===== config.mk =====
export PLATFORM = sky130hd
export DESIGN_NAME = mlpCore
export DESIGN_NICKNAME = d
export VERILOG_FILES = /design/src/logic/nnFormatPkg.sv /design/src/logic/nnWeightsPkg.sv /design/src/logic/mlpCore.sv /design/src/logic/layerSequencer.sv /design/src/logic/stepCounter.sv /design/src/logic/serialNode.sv /design/src/logic/denseNode.sv
export SDC_FILE = /design/constraint.sdc
export NUM_CORES = 1
export LEC_CHECK = 0
export BUFFER_PORTS_ARGS = -buffer_cell sky130_fd_sc_hd__buf_4
export CORE_UTILIZATION = 30
export CTS_CLUSTER_SIZE = 24
export DETAILED_ROUTE_END_ITERATION = 8
export GPL_TIMING_DRIVEN = 0
export SLEW_MARGIN = 30
export SYNTH_ARGS = -nofsm -noshare
export SYNTH_HDL_FRONTEND = slang
export SYNTH_SLANG_ARGS = --single-unit

===== constraint.sdc =====
create_clock -name clk -period 13.1 [get_ports clk]
set_clock_uncertainty 0.2 [all_clocks]
set_input_delay 1.965 -clock clk [delete_from_list [all_inputs] [get_ports clk]]
set_output_delay 1.965 -clock clk [all_outputs]
set_load 0.005 [all_outputs]

===== src/logic/nnFormatPkg.sv =====
package nnFormatPkg;

	// Activation and weight width.
	localparam int dataWidth = 8;

	localparam int numInputs = 10;
	localparam int numHidden = 4;

	// Pipeline depth of a dense node.
	localparam int settleCycles = 3;

	typedef enum logic [1:0]
	{
		seqIdle = 2'd0,
		seqSettle = 2'd1,
		seqAccumulate = 2'd2,
		seqFinish = 2'd3
	} seqState;

	// Shared by the step counter and the sequencer.
	typedef logic [2:0] countValue;

endpackage

===== src/logic/nnWeightsPkg.sv =====
package nnWeightsPkg;

	import nnFormatPkg::*;

	// One row per hidden neuron, input 0 first.
	localparam logic [0:numHidden-1][0:numInputs-1][dataWidth-1:0] hiddenWeights =
	'{
		'{8'h87, 8'h90, 8'h0f, 8'h3e, 8'hf6, 8'h43, 8'hba, 8'hd6, 8'h58, 8'hf6},
		'{8'h12, 8'hfd, 8'h21, 8'h07, 8'hc4, 8'h1b, 8'h35, 8'hee, 8'h09, 8'h2c},
		'{8'hf0, 8'h06, 8'h4a, 8'hd9, 8'h13, 8'hfa, 8'h28, 8'h11, 8'hc7, 8'h3b},
		'{8'h05, 8'h39, 8'he2, 8'h1f, 8'h0d, 8'hb8, 8'hf9, 8'h46, 8'h24, 8'h0e}
	};

	localparam logic [0:numHidden-1][dataWidth-1:0] hiddenBias =
	'{
		8'h0b,
		8'hf8,
		8'h14,
		8'h03
	};

	// Hidden neuron 0 first.
	localparam logic [0:numHidden-1][dataWidth-1:0] outputWeights =
	'{
		8'h1d,
		8'hf3,
		8'h27,
		8'h0a
	};

	localparam logic [dataWidth-1:0] outputBias = 8'h05;

endpackage


===== src/logic/mlpCore.sv =====
`timescale 1ns/100ps

module mlpCore
	import nnFormatPkg::*;
	import nnWeightsPkg::*;
#(
	parameter int numHidden = nnFormatPkg::numHidden
)(
	input logic clk,
	input logic reset,
	input logic start,
	input logic signed [dataWidth-1:0] activation0,
	input logic signed [dataWidth-1:0] activation1,
	input logic signed [dataWidth-1:0] activation2,
	input logic signed [dataWidth-1:0] activation3,
	input logic signed [dataWidth-1:0] activation4,
	input logic signed [dataWidth-1:0] activation5,
	input logic signed [dataWidth-1:0] activation6,
	input logic signed [dataWidth-1:0] activation7,
	input logic signed [dataWidth-1:0] activation8,
	input logic signed [dataWidth-1:0] activation9,
	output logic busy,
	output logic done,
	output logic [dataWidth-1:0] result
);

	logic [dataWidth-1:0] hidden0;
	logic [dataWidth-1:0] hidden1;
	logic [dataWidth-1:0] hidden2;
	logic [dataWidth-1:0] hidden3;
	logic [dataWidth-1:0] hiddenValue;
	countValue count;
	countValue loadValue;
	logic zero;
	logic load;
	logic enable;
	logic clear;
	logic accumulate;
	logic finish;

	// Free-running hidden layer.
	denseNode #(.weights(hiddenWeights[0]), .bias(hiddenBias[0])) u_node0 (.*, .hidden(hidden0));
	denseNode #(.weights(hiddenWeights[1]), .bias(hiddenBias[1])) u_node1 (.*, .hidden(hidden1));
	denseNode #(.weights(hiddenWeights[2]), .bias(hiddenBias[2])) u_node2 (.*, .hidden(hidden2));
	denseNode #(.weights(hiddenWeights[3]), .bias(hiddenBias[3])) u_node3 (.*, .hidden(hidden3));

	// Counter steps down from the last hidden neuron.
	always_comb
	begin
		case (count)
			countValue'(0): hiddenValue = hidden0;
			countValue'(1): hiddenValue = hidden1;
			countValue'(2): hiddenValue = hidden2;
			countValue'(3): hiddenValue = hidden3;
			default: hiddenValue = '0;
		endcase
	end

	serialNode #(
		.weights(outputWeights),
		.bias(outputBias)
	) u_outNode (
		.clk(clk),
		.reset(reset),
		.clear(clear),
		.accumulate(accumulate),
		.finish(finish),
		.index(count),
		.hiddenValue(hiddenValue),
		.result(result)
	);

	stepCounter #(
		.width($bits(countValue))
	) u_counter (
		.clk(clk),
		.reset(reset),
		.load(load),
		.loadValue(loadValue),
		.enable(enable),
		.count(count),
		.zero(zero)
	);

	layerSequencer #(
		.numHidden(numHidden),
		.settleCycles(settleCycles)
	) u_sequencer (
		.clk(clk),
		.reset(reset),
		.start(start),
		.zero(zero),
		.busy(busy),
		.done(done),
		.load(load),
		.loadValue(loadValue),
		.enable(enable),
		.clear(clear),
		.accumulate(accumulate),
		.finish(finish)
	);

endmodule


===== src/logic/layerSequencer.sv =====
`timescale 1ns/100ps

module layerSequencer
	import nnFormatPkg::*;
#(
	parameter int numHidden = nnFormatPkg::numHidden,
	parameter int settleCycles = nnFormatPkg::settleCycles
)(
	input logic clk,
	input logic reset,
	input logic start,
	input logic zero,
	output logic busy,
	output logic done,
	output logic load,
	output countValue loadValue,
	output logic enable,
	output logic clear,
	output logic accumulate,
	output logic finish
);

	seqState state;
	seqState nextState;

	assign busy = (state != seqIdle);

	always_comb
	begin
		nextState = state;
		load = 1'b0;
		loadValue = '0;
		enable = 1'b0;
		clear = 1'b0;
		accumulate = 1'b0;
		finish = 1'b0;
		case (state)
			seqIdle:
			begin
				if (start)
				begin
					nextState = seqSettle;
					load = 1'b1;
					loadValue = countValue'(settleCycles - 1);
					clear = 1'b1;
				end
			end
			seqSettle:
			begin
				// Hidden values are valid once the wait runs out.
				if (zero)
				begin
					nextState = seqAccumulate;
					load = 1'b1;
					loadValue = countValue'(numHidden - 1);
				end
				else
					enable = 1'b1;
			end
			seqAccumulate:
			begin
				accumulate = 1'b1;
				if (zero)
					nextState = seqFinish;
				else
					enable = 1'b1;
			end
			seqFinish:
			begin
				finish = 1'b1;
				nextState = seqIdle;
			end
			default:
				nextState = seqIdle;
		endcase
	end

	always_ff @(posedge clk)
	begin
		if (reset)
		begin
			state <= seqIdle;
			done <= 1'b0;
		end
		else
		begin
			state <= nextState;
			// Lines up with the result register update.
			done <= (state == seqFinish);
		end
	end

endmodule


===== src/logic/stepCounter.sv =====
`timescale 1ns/100ps

module stepCounter
	import nnFormatPkg::*;
#(
	parameter int width = $bits(countValue)
)(
	input logic clk,
	input logic reset,
	input logic load,
	input logic [width-1:0] loadValue,
	input logic enable,
	output logic [width-1:0] count,
	output logic zero
);

	assign zero = (count == '0);

	// Holds at zero.
	always_ff @(posedge clk)
	begin
		if (reset)
			count <= '0;
		else if (load)
			count <= loadValue;
		else if (enable && !zero)
			count <= count - 1'b1;
	end

endmodule


===== src/logic/serialNode.sv =====
`timescale 1ns/100ps

module serialNode
	import nnFormatPkg::*;
#(
	parameter logic [0:numHidden-1][dataWidth-1:0] weights = '0,
	parameter logic [dataWidth-1:0] bias = '0
)(
	input logic clk,
	input logic reset,
	input logic clear,
	input logic accumulate,
	input logic finish,
	input countValue index,
	input logic [dataWidth-1:0] hiddenValue,
	output logic [dataWidth-1:0] result
);

	localparam int indexBits = $clog2(numHidden);

	logic [dataWidth-1:0] acc;
	logic [dataWidth-1:0] product;

	// Only the low byte of the product is kept.
	always_comb
	begin
		product = dataWidth'(hiddenValue * weights[index[indexBits-1:0]]);
	end

	always_ff @(posedge clk)
	begin
		if (reset)
		begin
			acc <= '0;
			result <= '0;
		end
		else
		begin
			if (clear)
				acc <= bias;
			else if (accumulate)
				acc <= acc + product;
			if (finish)
				result <= acc[dataWidth-1] ? '0 : acc;
		end
	end

endmodule


===== src/logic/denseNode.sv =====
`timescale 1ns/100ps

module denseNode
	import nnFormatPkg::*;
#(
	parameter logic [0:numInputs-1][dataWidth-1:0] weights = '0,
	parameter logic [dataWidth-1:0] bias = '0
)(
	input logic clk,
	input logic reset,
	input logic signed [dataWidth-1:0] activation0,
	input logic signed [dataWidth-1:0] activation1,
	input logic signed [dataWidth-1:0] activation2,
	input logic signed [dataWidth-1:0] activation3,
	input logic signed [dataWidth-1:0] activation4,
	input logic signed [dataWidth-1:0] activation5,
	input logic signed [dataWidth-1:0] activation6,
	input logic signed [dataWidth-1:0] activation7,
	input logic signed [dataWidth-1:0] activation8,
	input logic signed [dataWidth-1:0] activation9,
	output logic [dataWidth-1:0] hidden
);

	logic [dataWidth-1:0] inputReg [numInputs];
	logic [dataWidth-1:0] sumNext;
	logic [dataWidth-1:0] sumReg;

	// Low byte of each product, so sign handling is not needed.
	always_comb
	begin
		sumNext = bias;
		for (int i = 0; i < numInputs; i++)
		begin
			sumNext = sumNext + dataWidth'(inputReg[i] * weights[i]);
		end
	end

	always_ff @(posedge clk)
	begin
		if (reset)
		begin
			for (int i = 0; i < numInputs; i++)
			begin
				inputReg[i] <= '0;
			end
			sumReg <= '0;
			hidden <= '0;
		end
		else
		begin
			inputReg[0] <= activation0;
			inputReg[1] <= activation1;
			inputReg[2] <= activation2;
			inputReg[3] <= activation3;
			inputReg[4] <= activation4;
			inputReg[5] <= activation5;
			inputReg[6] <= activation6;
			inputReg[7] <= activation7;
			inputReg[8] <= activation8;
			inputReg[9] <= activation9;
			sumReg <= sumNext;
			// ReLU on the wrapped sum.
			hidden <= sumReg[dataWidth-1] ? '0 : sumReg;
		end
	end

endmodule


==> impl_metrics.toml <==
[cells_and_area]
multiInputGateArea_um2 = 16000
fin_cells = 3103
regArea_um2 = 3230
area_growth_pct = 11.7
drive_gt1_share_pct = 6.38
layout.nets = 2936
fill_cells = 7240

[place]
port_buffers = 90
gp_congestion = 0.977
dp_cells = 3070
dp_slack_ps = 3040
dpl.hpwl_um = 54500

[status]
outcome = "complete, no violations"

[drt]
vias = 13400
wl_um = 63400
drtPass1Iterations = 7
wl_per_cell_um = 20.4
dr.first_iter.drc_count = 572
drcViolationCount = 0
postRouteAntennaNets = 0
vias_per_cell = 4.31

[clocking]
post_cts_resize_count = 0
clock_path_buffers = 2
cts_max_level = 4
tritoncts = "yes"
clk_pin_slew_ps = 70
root_buffer = "clkbuf_16"
holdBufCountCts = 0
clock_latency_ps = 490
cts_setup_buffers = 0
cts_sinks = 161
cts-buffers-inserted = 17

[grt]
grt.total_usage_pct = 18.7
grt_pass1_vias = 15300
grt_start_max_net_pins = 18
grt_pass1_wl_um = 95600
antenna_found_initial = 1
gr-total-overflow = 0

[worst_setup_path]
max_stage_delay_ps = 1000
endpoint_kind = "flop"
crit_top_cell = "fa_1"
cp-start-kind = "flop"
slowest_stage = "dfxtp_1"
arrival_ps = 10290
crit_type = "reg -> reg"
required_ps = 13240
crit_chain = "ha_1, ha_1, inv_1, fa_1, fa_1, inv_1, ha_1, xnor2_1, fa_1, inv_1, fa_1, fa_1, fa_1, fa_1, fa_1, fa_1, fa_1, inv_1, ha_1, a21oi_1, xnor2_1, xnor2_1, xnor3_1, nor2b_1"
path_max_fanout = 10

[sta]
final.setup.worst_slack_ps = 2950
fin_crit_ps = 10150
setup_tns_ps = 0
max_freq_mhz = 98.6
slew_viol_final = 0
tightest_slew_ps = 1030
timing.final.hold_violations = 0
min_period_over_period_pct = 77.4
rsz0062_at_grt = "false"
setup_violations = 0
slew_headroom_pct = 31.3

[die]
coreArea_um2 = 70100
die_w_um = 269
start_util_pct = 30.4
ios = 93
row_count = 97
die_h_um = 269
die_area_um2 = 72200

[synth]
yosys.cell_types.count = 35
netlist_instances = 2039
syn_area_um2 = 21300
syn_nets = 2826
yosysSeqAreaShare_pct = 15.1
yosys_warnings = 0
synth-seq-cells = 161
syn_avg_cell_area_um2 = 10.5

[min_path]
hp-class = "reg -> reg"

[flow_run]
maxCapViolations = 0
## final timing paths
kind / startpoint / end / slack [ps] / cells past startpoint
setup / recovery: u_node2.inputReg[7][0] / u_node1.sumReg[7] / 2950 / 24
hold / removal: u_node1.sumReg[3] / u_node1.hidden[3] / 220 / 1
setup reg to reg: u_node2.inputReg[7][0] / u_node1.sumReg[7] / 2950 / 24
hold reg to reg: u_node1.sumReg[3] / u_node1.hidden[3] / 220 / 1
## cells in the final DEF (no fill, tap or decap), drive strengths merged
master and count:
inv 548, nand3b 1, fa 340, clkinv 1, a222oi 5, ha 364
conb 1, nand3 1, xor2 39, a22o 1, dfxtp 161, nor2b 112
o2111ai 1, a22oi 3, nor2 51, or2 5, a211oi 3, o21a 4
clkinvlp 2, nand2b 15, mux2i 9, o21ai 8, buf 97, a221oi 2
and2 29, o21bai 3, xnor3 13, a21oi 43, o22a 1, clkbuf 32
bufinv 2, nand2 10, a2bb2oi 1, a21o 26, xnor2 228, diode 1
## sequential cells by signal (all words and copies together) (netlist names)
register / flops
u_node2.hidden: 7
u_node3.inputReg: 17
u_node2.sumReg: 8
u_node1.sumReg: 8
u_node2.inputReg: 63
u_sequencer.state: 2
u_node3.hidden: 7
u_node3.sumReg: 8
u_node0.hidden: 7
u_outNode.acc: 8
u_counter.count: 3
u_sequencer.done: 1
u_outNode.result: 7
u_node0.sumReg: 8
u_node1.hidden: 7
## metrics by stage
stage	utilization (%)	instance area (um^2)	hold slack, ps
3_3_place_gp	33.0	23200	211
4_1_cts	34.0	23800	227
6_report	34.0	23800	225
3_5_place_dp	33.1	23200	211
5_1_grt	34.0	23800	241
2_1_floorplan	-	21300	206
## critical path, delay by kind of cell, from the launching register on
kind,cells,cell delay (ps)
AOI/OAI and AO/OA,1,510
xor gates and xnor gates,4,1040
adders and majority gates,14,6830
buffers and inverters,4,200
DFF,1,1000
and+or+nand+nor,1,190
## cells by family (layout without fill, tap and decap cells)
group           Yosys count  in the layout  synth area share [%]
fa+ha+maj               704            704                  53.3
buf+inv                 559            682                  9.86
xor+xnor                280            280                  12.4
simple gates            224            224                  5.86
flops                   161            161                  15.1
compound gates          101            101                  3.05
mux                       9              9                 0.422
other cells               1              2                0.0176
## routing by layer
metal  GRT usage [%]  wire length, um
met3            2.66             2240
met5               0                0
met1            22.3            26300
met2            32.9            31700
met4            9.35             3030
## cell usage after synthesis
cell type	number	area, um^2
a22o_1	1	8.76
nand2_1	10	37.5
fa_1	340	6810
a22oi_1	3	22.5
or2_2	5	31.3
a211oi_1	3	22.5
a222oi_1	5	50.1
xor2_1	39	342
a221oi_1	2	17.5
nor2b_1	112	701
o21bai_1	3	22.5
buf_1	4	15.0
buf_4	1	7.51
buf_2	1	5.00
mux2i_1	9	90.1
a21oi_1	43	215
xnor3_1	13	293
clkbuf_1	15	56.3
o22a_1	1	8.76
nand3b_1	1	7.51
nor2_1	51	191
dfxtp_1	161	3220
ha_1	364	4550
o21ai_0	8	40.0
inv_1	538	2020
o2111ai_1	1	8.76
conb_1	1	3.75
nand2b_1	15	93.8
a2bb2oi_1	1	8.76
xnor2_1	226	1980
xnor2_2	2	32.5
and2_1	29	181
a21o_1	26	195
nand3_1	1	5.00
o21a_1	4	30.0
## layout make-up
type                       instances  share of cell area [%]
multi-input combinational       1319                    67.1
inverter                         538                    8.48
buffer                            21                   0.368
timing repair buffer              91                    2.95
clock inverter                    15                   0.782
clock buffer                      17                    1.79
antenna                            1                  0.0105
tap                              940                    4.94
sequential                       161                    13.5
Power is left out: the tool's default activity adds up to more than one toggle a clock period on the data nets, which glitch-free logic cannot reach.
